**src/design/dcache_pkg.sv**
```systemverilog
`default_nettype none

package dcache_pkg;

   localparam int addr_w = 12;
   localparam int word_w = 32;
   localparam int line_words = 4;
   localparam int line_off_w = 4;

   typedef logic [addr_w-1:0] addr_t;
   typedef logic [word_w-1:0] word_t;
   typedef logic [line_words*word_w-1:0] line_t;
   typedef logic [word_w/8-1:0] mask_t;
   typedef logic [1:0] size_t;
   typedef logic [1:0] boff_t;

   // Access size encodings
   localparam size_t sz_byte = 2'd0;
   localparam size_t sz_half = 2'd1;
   localparam size_t sz_word = 2'd2;

   typedef enum logic [2:0] {
      op_lb,
      op_lh,
      op_lw,
      op_lbu,
      op_lhu,
      op_sb,
      op_sh,
      op_sw
   } dcache_op_e;

   typedef struct packed {
      dcache_op_e op;
      addr_t      addr;
      word_t      wdata;
      logic       uncached;
   } dcache_pkt_s;

   typedef struct packed {
      logic        v;
      dcache_pkt_s pkt;
      logic        is_store;
      size_t       size;
      logic        sign;
   } dcache_dec_s;

   typedef struct packed {
      logic  v;
      logic  is_store;
      size_t size;
      logic  sign;
      boff_t off;
      word_t word;
   } result_s;

   typedef struct packed {
      logic  v;
      logic  write;
      addr_t addr;
      word_t wdata;
      mask_t wmask;
   } miss_req_s;

   typedef struct packed {
      logic  v;
      addr_t addr;
      line_t line;
   } fill_s;

   typedef struct packed {
      logic  write;
      addr_t addr;
      word_t wdata;
      mask_t wmask;
   } mem_cmd_s;

endpackage

`default_nettype wire

```
**src/design/dcache_decode.sv**
```systemverilog
`timescale 1ns/1ns
`default_nettype none

module dcache_decode
   import dcache_pkg::*;
(
   input  logic        clk_i,
   input  logic        arst_n_i,

   input  dcache_pkt_s pkt_i,
   input  logic        pkt_v_i,
   input  logic        flush_i,

   output dcache_dec_s dec_o
);

   logic        v_r;
   dcache_dec_s dec_r;
   dcache_dec_s dec_n;

   always_comb
   begin
      dec_n          = '0;
      dec_n.pkt      = pkt_i;
      dec_n.is_store = pkt_i.op inside {op_sb, op_sh, op_sw};
      dec_n.sign     = pkt_i.op inside {op_lb, op_lh};
      case (pkt_i.op)
         op_lb, op_lbu, op_sb: dec_n.size = sz_byte;
         op_lh, op_lhu, op_sh: dec_n.size = sz_half;
         default:              dec_n.size = sz_word;
      endcase
   end

   always_ff @(posedge clk_i or negedge arst_n_i)
   begin
      if (!arst_n_i)
      begin
         v_r <= 1'b0;
      end
      else
      begin
         v_r <= pkt_v_i && !flush_i;
      end
   end

   always_ff @(posedge clk_i)
   begin
      dec_r <= dec_n;
   end

   always_comb
   begin
      dec_o   = dec_r;
      dec_o.v = v_r;
   end

endmodule

`default_nettype wire

```
**src/design/dcache_execute.sv**
```systemverilog
`timescale 1ns/1ns
`default_nettype none

module dcache_execute
   import dcache_pkg::*;
#(
   parameter int sets_p = 8
)
(
   input  logic        clk_i,
   input  logic        arst_n_i,

   input  dcache_dec_s dec_i,
   input  logic        busy_i,
   input  fill_s       fill_i,

   output miss_req_s   miss_req_o,
   output logic        complete_o,
   output logic        rollback_o,
   output result_s     res_o
);

   localparam int idx_w_lp = $clog2(sets_p);
   localparam int tag_w_lp = addr_w - line_off_w - idx_w_lp;

   logic [sets_p-1:0]   valid_r;
   logic [tag_w_lp-1:0] tag_r [sets_p];
   line_t               line_r [sets_p];

   // Outstanding read belongs to an uncached load
   logic  pend_unc_r;
   logic  unc_v_r;
   addr_t unc_addr_r;
   line_t unc_line_r;

   addr_t               line_addr;
   logic [idx_w_lp-1:0] idx;
   logic [idx_w_lp-1:0] fill_idx;
   logic [tag_w_lp-1:0] tag;
   logic [1:0]          word_sel;
   logic                hit;
   logic                unc_fill_hit;
   logic                unc_buf_hit;
   logic                complete;
   logic                send;
   mask_t               wmask;
   word_t               wdata;
   word_t               hit_word;
   word_t               merged_word;
   line_t               unc_line;

   assign line_addr = {dec_i.pkt.addr[addr_w-1:line_off_w], {line_off_w{1'b0}}};
   assign idx       = dec_i.pkt.addr[line_off_w +: idx_w_lp];
   assign tag       = dec_i.pkt.addr[addr_w-1 -: tag_w_lp];
   assign word_sel  = dec_i.pkt.addr[3:2];
   assign fill_idx  = fill_i.addr[line_off_w +: idx_w_lp];

   assign hit      = valid_r[idx] && (tag_r[idx] == tag);
   assign hit_word = line_r[idx][word_sel*word_w +: word_w];

   assign unc_fill_hit = dec_i.v && fill_i.v && pend_unc_r && (fill_i.addr == line_addr);
   assign unc_buf_hit  = unc_v_r && (unc_addr_r == line_addr);
   assign unc_line     = unc_fill_hit ? fill_i.line : unc_line_r;

   // Byte lanes and replicated store data
   always_comb
   begin
      case (dec_i.size)
         sz_byte:
         begin
            wmask = mask_t'(4'b0001 << dec_i.pkt.addr[1:0]);
            wdata = {4{dec_i.pkt.wdata[7:0]}};
         end
         sz_half:
         begin
            wmask = mask_t'(4'b0011 << {dec_i.pkt.addr[1], 1'b0});
            wdata = {2{dec_i.pkt.wdata[15:0]}};
         end
         default:
         begin
            wmask = 4'b1111;
            wdata = dec_i.pkt.wdata;
         end
      endcase
   end

   always_comb
   begin
      for (int i = 0; i < word_w/8; i++)
      begin
         merged_word[i*8 +: 8] = wmask[i] ? wdata[i*8 +: 8] : hit_word[i*8 +: 8];
      end
   end

   // Complete or poison the request in execute
   always_comb
   begin
      if (dec_i.is_store)
      begin
         complete = !busy_i;
         send     = !busy_i;
      end
      else if (dec_i.pkt.uncached)
      begin
         complete = unc_fill_hit || unc_buf_hit;
         send     = !busy_i && !complete;
      end
      else
      begin
         complete = hit;
         send     = !busy_i && !hit;
      end
   end

   assign complete_o = dec_i.v && complete;
   assign rollback_o = dec_i.v && !complete;

   assign miss_req_o.v     = dec_i.v && send;
   assign miss_req_o.write = dec_i.is_store;
   assign miss_req_o.addr  = dec_i.pkt.addr;
   assign miss_req_o.wdata = wdata;
   assign miss_req_o.wmask = wmask;

   assign res_o.v        = complete_o;
   assign res_o.is_store = dec_i.is_store;
   assign res_o.size     = dec_i.size;
   assign res_o.sign     = dec_i.sign;
   assign res_o.off      = dec_i.pkt.addr[1:0];
   assign res_o.word     = dec_i.pkt.uncached ? unc_line[word_sel*word_w +: word_w] : hit_word;

   always_ff @(posedge clk_i or negedge arst_n_i)
   begin
      if (!arst_n_i)
      begin
         valid_r    <= '0;
         pend_unc_r <= 1'b0;
         unc_v_r    <= 1'b0;
      end
      else
      begin
         if (miss_req_o.v && !miss_req_o.write)
         begin
            pend_unc_r <= dec_i.pkt.uncached;
         end
         if (fill_i.v && !pend_unc_r)
         begin
            valid_r[fill_idx] <= 1'b1;
         end
         if (complete_o && dec_i.pkt.uncached && !dec_i.is_store)
         begin
            unc_v_r <= 1'b0;
         end
         // Hold an uncached fill until its load comes back around
         if (fill_i.v && pend_unc_r && !unc_fill_hit)
         begin
            unc_v_r <= 1'b1;
         end
      end
   end

   always_ff @(posedge clk_i)
   begin
      if (fill_i.v && !pend_unc_r)
      begin
         tag_r[fill_idx]  <= fill_i.addr[addr_w-1 -: tag_w_lp];
         line_r[fill_idx] <= fill_i.line;
      end
      if (complete_o && dec_i.is_store && hit)
      begin
         line_r[idx][word_sel*word_w +: word_w] <= merged_word;
      end
      if (fill_i.v && pend_unc_r)
      begin
         unc_addr_r <= fill_i.addr;
         unc_line_r <= fill_i.line;
      end
   end

endmodule

`default_nettype wire

```
**src/design/dcache_result.sv**
```systemverilog
`timescale 1ns/1ns
`default_nettype none

module dcache_result
   import dcache_pkg::*;
(
   input  logic    clk_i,
   input  logic    arst_n_i,

   input  result_s res_i,

   output word_t   data_o,
   output logic    v_o
);

   logic  v_r;
   word_t data_r;
   word_t shifted;
   word_t data_n;

   assign shifted = res_i.word >> {res_i.off, 3'b000};

   always_comb
   begin
      case (res_i.size)
         sz_byte: data_n = {{24{res_i.sign && shifted[7]}}, shifted[7:0]};
         sz_half: data_n = {{16{res_i.sign && shifted[15]}}, shifted[15:0]};
         default: data_n = res_i.word;
      endcase
      // Stores hand back zero
      if (res_i.is_store)
      begin
         data_n = '0;
      end
   end

   always_ff @(posedge clk_i or negedge arst_n_i)
   begin
      if (!arst_n_i)
      begin
         v_r <= 1'b0;
      end
      else
      begin
         v_r <= res_i.v;
      end
   end

   always_ff @(posedge clk_i)
   begin
      data_r <= data_n;
   end

   assign v_o    = v_r;
   assign data_o = data_r;

endmodule

`default_nettype wire

```
**src/design/dcache_top.sv**
```systemverilog
`timescale 1ns/1ns
`default_nettype none

module dcache_top
   import dcache_pkg::*;
#(
   parameter int sets_p       = 8,
   parameter int replay_els_p = 8
)
(
   input  logic        clk_i,
   input  logic        arst_n_i,

   input  dcache_pkt_s pkt_i,
   input  logic        v_i,
   output logic        ready_o,

   output word_t       data_o,
   output logic        v_o,

   output mem_cmd_s    mem_cmd_o,
   output logic        mem_cmd_v_o,
   input  logic        mem_cmd_ready_i,

   input  line_t       mem_resp_i,
   input  logic        mem_resp_v_i,
   output logic        mem_resp_yumi_o
);

   dcache_pkt_s issue_pkt;
   logic        issue_v;
   dcache_dec_s dec;
   result_s     res;
   logic        complete;
   logic        rollback;
   miss_req_s   miss_req;
   logic        busy;
   fill_s       fill;

   replay_fifo #(
      .replay_els_p(replay_els_p)
   ) u_fifo (
      .clk_i      (clk_i),
      .arst_n_i   (arst_n_i),
      .pkt_i      (pkt_i),
      .v_i        (v_i),
      .ready_o    (ready_o),
      .issue_o    (issue_pkt),
      .issue_v_o  (issue_v),
      .complete_i (complete),
      .rollback_i (rollback)
   );

   // Rollback also poisons the request behind the one in execute
   dcache_decode u_decode (
      .clk_i    (clk_i),
      .arst_n_i (arst_n_i),
      .pkt_i    (issue_pkt),
      .pkt_v_i  (issue_v),
      .flush_i  (rollback),
      .dec_o    (dec)
   );

   dcache_execute #(
      .sets_p(sets_p)
   ) u_execute (
      .clk_i      (clk_i),
      .arst_n_i   (arst_n_i),
      .dec_i      (dec),
      .busy_i     (busy),
      .fill_i     (fill),
      .miss_req_o (miss_req),
      .complete_o (complete),
      .rollback_o (rollback),
      .res_o      (res)
   );

   dcache_result u_result (
      .clk_i    (clk_i),
      .arst_n_i (arst_n_i),
      .res_i    (res),
      .data_o   (data_o),
      .v_o      (v_o)
   );

   miss_engine u_engine (
      .clk_i           (clk_i),
      .arst_n_i        (arst_n_i),
      .miss_req_i      (miss_req),
      .busy_o          (busy),
      .fill_o          (fill),
      .mem_cmd_o       (mem_cmd_o),
      .mem_cmd_v_o     (mem_cmd_v_o),
      .mem_cmd_ready_i (mem_cmd_ready_i),
      .mem_resp_i      (mem_resp_i),
      .mem_resp_v_i    (mem_resp_v_i),
      .mem_resp_yumi_o (mem_resp_yumi_o)
   );

endmodule

`default_nettype wire

```
**src/design/miss_engine.sv**
```systemverilog
`timescale 1ns/1ns
`default_nettype none

module miss_engine
   import dcache_pkg::*;
(
   input  logic      clk_i,
   input  logic      arst_n_i,

   input  miss_req_s miss_req_i,
   output logic      busy_o,
   output fill_s     fill_o,

   output mem_cmd_s  mem_cmd_o,
   output logic      mem_cmd_v_o,
   input  logic      mem_cmd_ready_i,

   input  line_t     mem_resp_i,
   input  logic      mem_resp_v_i,
   output logic      mem_resp_yumi_o
);

   typedef enum logic [1:0] {
      e_idle,
      e_send,
      e_wait
   } state_e;

   state_e   state_r;
   state_e   state_n;
   mem_cmd_s cmd_r;

   assign busy_o          = (state_r != e_idle);
   assign mem_cmd_o       = cmd_r;
   assign mem_cmd_v_o     = (state_r == e_send);
   assign mem_resp_yumi_o = (state_r == e_wait) && mem_resp_v_i;

   assign fill_o.v    = mem_resp_yumi_o;
   assign fill_o.addr = cmd_r.addr;
   assign fill_o.line = mem_resp_i;

   always_comb
   begin
      state_n = state_r;
      case (state_r)
         e_idle:
         begin
            if (miss_req_i.v)
            begin
               state_n = e_send;
            end
         end
         e_send:
         begin
            // Writes are done once memory takes the command
            if (mem_cmd_ready_i)
            begin
               state_n = cmd_r.write ? e_idle : e_wait;
            end
         end
         e_wait:
         begin
            if (mem_resp_v_i)
            begin
               state_n = e_idle;
            end
         end
         default: state_n = e_idle;
      endcase
   end

   always_ff @(posedge clk_i or negedge arst_n_i)
   begin
      if (!arst_n_i)
      begin
         state_r <= e_idle;
      end
      else
      begin
         state_r <= state_n;
      end
   end

   always_ff @(posedge clk_i)
   begin
      if (state_r == e_idle && miss_req_i.v)
      begin
         cmd_r.write <= miss_req_i.write;
         cmd_r.wdata <= miss_req_i.wdata;
         cmd_r.wmask <= miss_req_i.wmask;
         // Word address for writes, line address for reads
         if (miss_req_i.write)
         begin
            cmd_r.addr <= {miss_req_i.addr[addr_w-1:2], 2'b00};
         end
         else
         begin
            cmd_r.addr <= {miss_req_i.addr[addr_w-1:line_off_w], {line_off_w{1'b0}}};
         end
      end
   end

endmodule

`default_nettype wire

```
**src/design/replay_fifo.sv**
```systemverilog
`timescale 1ns/1ns
`default_nettype none

module replay_fifo
   import dcache_pkg::*;
#(
   parameter int replay_els_p = 8
)
(
   input  logic        clk_i,
   input  logic        arst_n_i,

   input  dcache_pkt_s pkt_i,
   input  logic        v_i,
   output logic        ready_o,

   output dcache_pkt_s issue_o,
   output logic        issue_v_o,

   input  logic        complete_i,
   input  logic        rollback_i
);

   localparam int ptr_w_lp = $clog2(replay_els_p);

   // One extra wrap bit on each pointer tells full from empty
   logic [ptr_w_lp:0] wptr_r;
   logic [ptr_w_lp:0] iptr_r;
   logic [ptr_w_lp:0] cptr_r;
   logic [ptr_w_lp:0] used;

   dcache_pkt_s mem_r [replay_els_p];

   assign used      = wptr_r - cptr_r;
   assign ready_o   = (used < replay_els_p);
   assign issue_v_o = (iptr_r != wptr_r);
   assign issue_o   = mem_r[iptr_r[ptr_w_lp-1:0]];

   always_ff @(posedge clk_i or negedge arst_n_i)
   begin
      if (!arst_n_i)
      begin
         wptr_r <= '0;
         iptr_r <= '0;
         cptr_r <= '0;
      end
      else
      begin
         if (v_i && ready_o)
         begin
            wptr_r <= wptr_r + 1'b1;
         end
         // Head of the uncommitted entries is issued again
         if (rollback_i)
         begin
            iptr_r <= cptr_r;
         end
         else if (issue_v_o)
         begin
            iptr_r <= iptr_r + 1'b1;
         end
         if (complete_i)
         begin
            cptr_r <= cptr_r + 1'b1;
         end
      end
   end

   always_ff @(posedge clk_i)
   begin
      if (v_i && ready_o)
      begin
         mem_r[wptr_r[ptr_w_lp-1:0]] <= pkt_i;
      end
   end

endmodule

`default_nettype wire

```
**config.mk**
```make
export PLATFORM = sky130hd
export DESIGN_NAME = dcache_top
export DESIGN_NICKNAME = d
export VERILOG_FILES = /design/src/design/dcache_pkg.sv /design/src/design/dcache_decode.sv /design/src/design/dcache_execute.sv /design/src/design/dcache_result.sv /design/src/design/dcache_top.sv /design/src/design/miss_engine.sv /design/src/design/replay_fifo.sv
export SDC_FILE = /design/constraint.sdc
export NUM_CORES = 2
export LEC_CHECK = 0
export BUFFER_PORTS_ARGS = -buffer_cell sky130_fd_sc_hd__buf_2
export CAP_MARGIN = 20
export CELL_PAD_IN_SITES_DETAIL_PLACEMENT = 0
export CELL_PAD_IN_SITES_GLOBAL_PLACEMENT = 1
export CORE_MARGIN = 1
export CORE_UTILIZATION = 48
export CTS_BUF_LIST = sky130_fd_sc_hd__clkbuf_16
export CTS_CLUSTER_DIAMETER = 200
export DETAILED_ROUTE_END_ITERATION = 6
export MAX_ROUTING_LAYER = met4
export PLACE_DENSITY = 0.8
export SYNTH_ARGS = -nofsm -noshare
export SYNTH_HDL_FRONTEND = slang
export SYNTH_SLANG_ARGS = --single-unit
export TNS_END_PERCENT = 50
```
**constraint.sdc**
```tcl
create_clock -name clk_i -period 8.32 [get_ports clk_i]
set_clock_uncertainty 0.1 [all_clocks]
set_input_delay 0.832 -clock clk_i [delete_from_list [all_inputs] [get_ports clk_i]]
set_output_delay 0.832 -clock clk_i [all_outputs]
set_load 0.01 [all_outputs]
```
==> Word level (Yosys, flattened, before mapping) <==
Memories as Yosys holds them, arrays and structs flattened. A register that Yosys moved wholly into a read port is not among the register bits.
Index checks and enable logic that the tools add are counted.
{ "word_totals": {"reg_bits": 296, "latch_bits": 0, "ramBits": 1448, "romBits": 0, "inputBits": 181, "output_inout_bits": 85, "word_cells": 141, "n_memories": 3} }
{ "op_classes": {"addsub": 5, "multipliers": 0, "n_div": 0, "magnitude_cmp": 4, "n_eq_ne": 16, "n_shift": 7, "n_mux": 36, "n_bitwise": 1, "reduce_logical": 46} }
{ "memory_table": {"columns": ["memory", "depth", "width", "read_ports", "rd_clocked_by_memory_dff", "wr", "line", "text"], "rows": [
  ["u_execute.line_r", 8, 128, 1, 1, 1, "dcache_execute.sv:28", "line_t line_r [sets_p];"],
  ["u_fifo.mem_r", 8, 48, 1, 0, 1, "replay_fifo.sv:32", "dcache_pkt_s mem_r [replay_els_p];"],
  ["u_execute.tag_r", 8, 5, 1, 1, 1, "dcache_execute.sv:27", "logic [tag_w_lp-1:0] tag_r [sets_p];"]
]} }
{ "ops": {"columns": ["op", "n"], "rows": [
  ["128-bit two-way mux", 4],
  ["128-bit by 8-bit variable part select with 32-bit output", 2],
  ["32-bit one-hot mux with 2 select lines", 2],
  ["128-bit OR reduction", 1],
  ["32-bit by 34-bit variable shift with 128-bit output, first input constant", 1],
  ["32-bit by 34-bit variable part select with 128-bit output", 1],
  ["7-bit negation with 34-bit output", 1],
  ["32-bit two-way mux", 1],
  ["8-bit two-way mux", 4],
  ["32-bit by 5-bit >> shifter with 16-bit output", 1],
  ["1-bit logical AND", 25],
  ["12-bit equality test", 2],
  ["1-bit two-way mux", 13],
  ["4-bit by 1-bit adder with 4-bit output, second input constant", 3],
  ["3-bit equality test, second input constant", 4],
  ["1-bit logical NOT", 8],
  ["3-bit by 4-bit < comparator with 1-bit output, second input constant", 2],
  ["2-bit two-way mux", 4],
  ["4-bit two-way mux", 2],
  ["8-bit OR", 1],
  ["4-bit one-hot mux with 2 select lines", 1],
  ["2-bit nonzero test", 4],
  ["2-bit one-hot mux with 3 select lines", 1],
  ["3-bit OR reduction", 2],
  ["22 further kinds", 25]
]} }

==> Depth between registers and ports, before layout <==
{ "logic_depth": {"depth_word": 15, "mapped_depth": 15, "depth_no_buf": 12} }

==> Hierarchy <==
From an unflattened synthesis, not the netlist that was laid out.
{ "unflattened": {"hier_cells": 6465, "hier_area_um2": 82605.5} }
{ "by_module_without_submodules": {"columns": ["module", "n_inst", "cells_each", "area_per_inst_um2", "seq_area_each_um2"], "rows": [
  ["dcache_execute", 1, 5411, 62328.5, 36404.9],
  ["replay_fifo", 1, 631, 15147.0, 11831.3],
  ["miss_engine", 1, 205, 2613.8, 1461.4],
  ["dcache_result", 1, 158, 1392.6, 665.6],
  ["dcache_decode", 1, 60, 1123.6, 1066.0]
]} }

==> Worst setup path after synthesis <==
Ideal clock, no wire load.
{ "synth_path": {"path_kind": "in2reg", "startpoint": "input mem_resp_v_i", "endpoint": "register u_engine.cmd_r, in the netlist u_engine.fill_o[130] (enable)", "setup_ps": 468, "arrival_time_ps": 6334, "t_required_ps": 7752, "slack_ps": 1418, "cell_stages": 12, "path_buffers": 2, "cell_sequence": "inv_1 -> nor2_1 -> nand2_1 -> inv_1 -> nand4_1 -> nor3_2 -> buf_4 -> buf_4 -> o21ai_0 -> o311ai_0 -> or3_1 -> inv_1"} }
{ "synth_between": {"elab_chain_cells": 11} }
{ "synth_lines": {"columns": ["item", "line", "text"], "rows": [
  ["start, declared", "dcache_top.sv:26", "input logic mem_resp_v_i,"],
  ["1-bit logical AND", "miss_engine.sv:36", "assign mem_resp_yumi_o = (state_r == e_wait) && mem_resp_v_i;"],
  ["named net mem_resp_yumi_o", "dcache_top.sv:27", "output logic mem_resp_yumi_o"],
  ["1-bit logical AND (3 in a row)", "dcache_execute.sv:61", "assign unc_fill_hit = dec_i.v && fill_i.v && pend_unc_r && (fill_i.addr == line_addr);"],
  ["1-bit logical OR", "dcache_execute.sv:105", "complete = unc_fill_hit || unc_buf_hit;"],
  ["1-bit logical NOT", "dcache_execute.sv:106", "send = !busy_i && !complete;"],
  ["1-bit logical AND", "dcache_execute.sv:106", null],
  ["1-bit two-way mux", "dcache_execute.sv:103", "else if (dec_i.pkt.uncached)"],
  ["1-bit two-way mux", "dcache_execute.sv:98", "if (dec_i.is_store)"],
  ["1-bit logical AND", "dcache_execute.sv:118", "assign miss_req_o.v = dec_i.v && send;"],
  ["1-bit logical AND", "miss_engine.sv:86", "if (state_r == e_idle && miss_req_i.v)"],
  ["end, declared", "miss_engine.sv:31", "mem_cmd_s cmd_r;"]
]} }
The timed path passes the listed nets, and every way through them passes these cells.
A chain may end at the register's enable or synchronous reset.

==> Worst setup path after layout <==
{ "layout_path": {"startpoint": "register u_decode.dec_r, in the netlist u_decode.dec_o[41]", "endpoint": "register u_result.data_r[3] (netlist: u_result.data_o[3])"} }
{ "layout_between": {"elab_chain_cells": 7} }
{ "layout_lines": {"columns": ["item", "line", "text"], "rows": [
  ["start, declared", "dcache_decode.sv:18", "dcache_dec_s dec_r;"],
  ["start signal, assigned", "dcache_decode.sv:48", "dec_r <= dec_n;"],
  ["12-bit equality test (*)", "dcache_execute.sv:61", null],
  ["1-bit logical AND (*)", "dcache_execute.sv:61", null],
  ["128-bit two-way mux (*)", "dcache_execute.sv:63", "assign unc_line = unc_fill_hit ? fill_i.line : unc_line_r;"],
  ["128-bit by 8-bit variable part select with 32-bit output (*)", "dcache_execute.sv:129", "assign res_o.word = dec_i.pkt.uncached ? unc_line[word_sel*word_w +: word_w] : hit_word;"],
  ["32-bit two-way mux (*)", "dcache_execute.sv:129", null],
  ["32-bit by 5-bit >> shifter with 16-bit output", "dcache_result.sv:21", "assign shifted = res_i.word >> {res_i.off, 3'b000};"],
  ["32-bit one-hot mux with 2 select lines (*)", "dcache_result.sv:25", "case (res_i.size)"],
  ["end signal, assigned", "dcache_result.sv:51", "data_r <= data_n;"],
  ["end, declared", "dcache_result.sv:17", "word_t data_r;"]
]} }
Every way passes the cells marked *; elsewhere a longest branch is shown, timed or not.

==> metrics.txt <==
# TYPE chip_impl_metric gauge
chip_impl_info{name="run_status",value="complete, no violations"} 1
chip_impl_metric{name="total_power",unit="W"} 0.0273
chip_impl_metric{name="clk_pin_slew",unit="ns"} 0.06
chip_impl_metric{name="initial_antenna_violation_count",unit=""} 52
chip_impl_info{name="grt_setup_unrepaired",value="no"} 1
chip_impl_info{name="synth_common_cells",value="sky130_fd_sc_hd__edfxtp_1, sky130_fd_sc_hd__mux4_2, sky130_fd_sc_hd__nand2_1"} 1
chip_impl_metric{name="power.ir.vdd_worst",unit="mV"} 0.279
chip_impl_metric{name="crit_path_max_incr_delay",unit="ns"} 0.98
chip_impl_metric{name="pre_cts_slack",unit="ns"} 2.74
chip_impl_info{name="cells_taking_the_most_area_after_synthesis",value="sky130_fd_sc_hd__edfxtp_1, sky130_fd_sc_hd__mux4_2, sky130_fd_sc_hd__dfxtp_1"} 1
chip_impl_metric{name="setup_ws",unit="ns"} 3.05
chip_impl_metric{name="viasPerCell",unit=""} 6.39
chip_impl_metric{name="yosys.area.top_type_share",unit=""} 0.711
chip_impl_info{name="setup.worst_path.end_class",value="register"} 1
chip_impl_metric{name="min_delay_path_depth",unit=""} 1
chip_impl_info{name="timing.hold.worst_endpoint",value="u_execute.unc_line_r[48]"} 1
chip_impl_metric{name="via_count",unit=""} 37000
chip_impl_metric{name="layoutNonFillerInstCount",unit=""} 5786
chip_impl_metric{name="fin_tns_setup",unit="ns"} 0
chip_impl_info{name="critPathLaunchType",value="register"} 1
chip_impl_metric{name="cell_count_post_placement",unit=""} 5410
chip_impl_metric{name="number_of_global_route_vias_before_repair",unit=""} 36200
chip_impl_metric{name="cts.sink_count",unit=""} 1740
chip_impl_metric{name="gr-total-overflow",unit=""} 0
chip_impl_metric{name="ys_async_sr_fraction",unit=""} 0.0149
chip_impl_metric{name="finalSetupViolCount",unit=""} 0
chip_impl_metric{name="detailedPlacementHpwl",unit="mm"} 120
chip_impl_metric{name="postSynthAreaPerCell",unit="um^2"} 20.4
chip_impl_metric{name="grt_start_max_net_pins",unit=""} 195
chip_impl_info{name="crit_path_cell_chain",value="buf_4, buf_4, mux4_2, mux4_2, nand2_1, nand2_1, o21ai_0, nand2_1, nand2_1, a221oi_1"} 1
chip_impl_info{name="crit_slowest_cell",value="sky130_fd_sc_hd__dfxtp_4"} 1
chip_impl_metric{name="initialDrtViolationCount",unit=""} 5340
chip_impl_metric{name="areaGrowthSynthToFinish",unit="%"} 13.4
chip_impl_info{name="synthFlopType",value="sky130_fd_sc_hd__edfxtp_1"} 1
chip_impl_info{name="class_of_the_most_critical_hold_timing_path",value="in2reg"} 1
chip_impl_info{name="clock_tree_from_tritoncts",value="yes"} 1
chip_impl_metric{name="post-route-period-util",unit=""} 0.633
chip_impl_metric{name="finalHoldViolations",unit=""} 0
chip_impl_info{name="worstHoldStart",value="mem_resp_i[48]"} 1
chip_impl_metric{name="rows",unit=""} 138
chip_impl_metric{name="period_needed",unit="ns"} 5.27
chip_impl_metric{name="timing.final.max_slew_violations",unit=""} 0
chip_impl_info{name="critical-path-top-cell-by-count",value="sky130_fd_sc_hd__nand2_1"} 1
chip_impl_metric{name="worst_slew_pin_slew",unit="ns"} 1.25
chip_impl_metric{name="synth-edff-count",unit=""} 1633
chip_impl_metric{name="cp.required",unit="ns"} 8.87
chip_impl_metric{name="post_cts_buffers",unit=""} 0
chip_impl_metric{name="io_pins",unit=""} 266
chip_impl_metric{name="layout_filler_cell_count",unit=""} 10600
chip_impl_metric{name="cellLeakagePower",unit="nW"} 25.7
chip_impl_metric{name="number_of_synthesized_register_bits",unit=""} 1740
chip_impl_metric{name="pwr_density_cell",unit="nW/um^2"} 349
chip_impl_metric{name="post_route_cells_drive_above_1_share",unit=""} 0.310
chip_impl_metric{name="core",unit="um^2"} 142000
chip_impl_metric{name="timing.fmax",unit="GHz"} 0.190
chip_impl_metric{name="synthesis.yosys.warnings",unit=""} 0
chip_impl_metric{name="cts_made_buffers",unit=""} 169
chip_impl_metric{name="final_net_count",unit=""} 3899
chip_impl_metric{name="worstRegToRegCells",unit=""} 10
chip_impl_metric{name="worst_r2r_setup_slack",unit="ns"} 3.05
chip_impl_info{name="reg2reg_to",value="u_result.data_o[3]"} 1
chip_impl_metric{name="layout.core_utilization",unit=""} 0.551
chip_impl_metric{name="postRouteAntennaNets",unit=""} 0
chip_impl_metric{name="cts_h_tree_depth",unit=""} 4
chip_impl_metric{name="place_congestion",unit=""} 0.892
chip_impl_info{name="clock_tree.root_cell",value="sky130_fd_sc_hd__clkbuf_16"} 1
chip_impl_info{name="critPathKind",value="reg2reg"} 1
chip_impl_metric{name="synthesis.area",unit="um^2"} 69000
chip_impl_metric{name="ys_seq_area_frac",unit=""} 0.744
chip_impl_metric{name="critical_path.max_fanout",unit=""} 47
chip_impl_metric{name="initial_core_util",unit=""} 0.485
chip_impl_metric{name="synth.distinct_cells",unit=""} 59
chip_impl_info{name="post-synth-top-count-cell",value="sky130_fd_sc_hd__edfxtp_1"} 1
chip_impl_info{name="synthDominantAreaCellType",value="sky130_fd_sc_hd__edfxtp_1"} 1
chip_impl_metric{name="worst_slew_margin_rel",unit=""} 0.155
chip_impl_info{name="worst_r2r_startpoint",value="u_decode.dec_o[41]"} 1
chip_impl_metric{name="cts-resized-gates",unit=""} 0
chip_impl_metric{name="synthesis.instances",unit=""} 3375
chip_impl_metric{name="die-area",unit="um^2"} 145000
chip_impl_metric{name="post_cts_hold_buffer_count",unit=""} 1
chip_impl_metric{name="drt_first_pass_iters",unit=""} 6
chip_impl_metric{name="grt_use_total",unit=""} 0.276
chip_impl_metric{name="chip_height",unit="um"} 381
chip_impl_metric{name="crit_arrival",unit="ns"} 5.82
chip_impl_metric{name="die_width",unit="um"} 381
chip_impl_metric{name="wire_per_inst",unit="um"} 33.6
chip_impl_metric{name="cts_max_path_buffers",unit=""} 3
chip_impl_metric{name="io_buffer_count",unit=""} 263
chip_impl_metric{name="drc",unit=""} 0
chip_impl_metric{name="postRouteWirelength",unit="mm"} 195
chip_impl_metric{name="grt_pass1_wl",unit="mm"} 272
chip_impl_metric{name="max-cap-violations",unit=""} 0
chip_impl_metric{name="clkLatencyLatePin",unit="ns"} 0.81
## area by class of cell
cell class	instances	area [um^2]	share of cell area
clock buffer	170	4250	0.0544
inverter	21	87.6	0.00112
sequential	1740	51300	0.656
multi-input combinational	1409	17000	0.217
timing repair buffer	368	2150	0.0275
tap	1890	2360	0.0302
clock inverter	146	991	0.0127
antenna	42	105	0.00134
## cells by family (layout without fill, tap and decap cells)
family | after synthesis | count (layout) | share of synthesized area
flip-flops | 1740 | 1740 | 0.744
XOR/XNOR | 38 | 38 | 0.00482
adder cells (fa/ha/maj) | 9 | 9 | 0.00163
buffers and inverters | 227 | 705 | 0.0155
other | 1 | 44 | 0.0000544
multiplexers | 636 | 636 | 0.176
AO/OA/AOI/OAI | 324 | 324 | 0.0338
AND/OR/NAND/NOR | 400 | 400 | 0.0248
## worst max-delay path: cells and delay by family, from the launching register on
| family | cells | cell delay [ns] |
|---|---|---|
| buffers and inverters | 2 | 1.39 |
| multiplexers | 2 | 1.11 |
| AND/OR/NAND/NOR | 4 | 0.50 |
| AO/OA/AOI/OAI | 2 | 0.96 |
| flip-flops | 1 | 0.98 |
## power breakdown
| group | switching (W) | total (W) | internal, W |
|---|---|---|---|
| logic | 0.00506 | 0.00852 | 0.00346 |
| registers | 0.000943 | 0.0115 | 0.0105 |
| clock network | 0.00327 | 0.00727 | 0.00400 |
## worst max path at each step
| stage | start | end | slack (ns) | cells after the start |
|---|---|---|---|---|
| final | u_decode.dec_o[41] | u_result.data_o[3] | 3.05 | 10 |
| after global routing | u_decode.dec_o[41] | u_engine.fill_o[139] | 2.77 | 11 |
| after CTS | u_decode.dec_o[41] | u_engine.fill_o[139] | 2.97 | 11 |
| after detailed placement | mem_resp_v_i | u_engine.mem_cmd_o[28] | 2.74 | 14 |
| after global placement | mem_resp_v_i | u_result.data_o[0] | 2.76 | 15 |
| after floorplan | mem_resp_v_i | u_engine.fill_o[130] | 1.42 | 12 |
## sequential cells by signal (all words and copies together), names as in the netlist
name and flops:
u_result.data_o 32, u_result.v_o 1, u_execute.pend_unc_r 1, u_execute.unc_addr_r 10, u_decode.v_r 1, u_decode.dec_o 49, u_fifo.iptr_r 4, u_fifo.mem_r 384
u_execute.unc_line_r 128, u_execute.line_r 1024, u_execute.valid_r 8, u_engine.fill_o 10, u_execute.unc_v_r 1, u_execute.tag_r 40, u_engine.mem_cmd_o 37, u_engine.state_r 2
u_fifo.wptr_r 4, u_fifo.cptr_r 4
## layout by cell type (no fill, tap or decap), drive strengths merged, types with 34 or more instances in the layout
cell type,instances
mux4,453
diode,42
a21oi,34
buf,355
dfxtp,81
mux2,68
mux2i,115
edfxtp,1633
clkinv,70
nor2,91
nand2,232
inv,84
o21ai,37
clkbuf,182
o31ai,132
## per-stage QoR
| stage | hold WS, ns | instance area, um^2 |
|---|---|---|
| after floorplan | 0.303 | 69000 |
| after global placement | 0.348 | 72700 |
| after detailed placement | 0.357 | 72800 |
| after CTS | 0.0833 | 78000 |
| after global routing | 0.118 | 78200 |
| final | 0.140 | 78200 |
## per-layer routing
layer  wire (um)  GRT usage  up-vias
met5           0          -        -
met4        5650     0.0824        0
met3       28400     0.0931      348
met2       89900      0.408     2584
met1       70700      0.365    19300
li1            -          -    14800
Note: power is estimated with default switching activity, not from simulation.
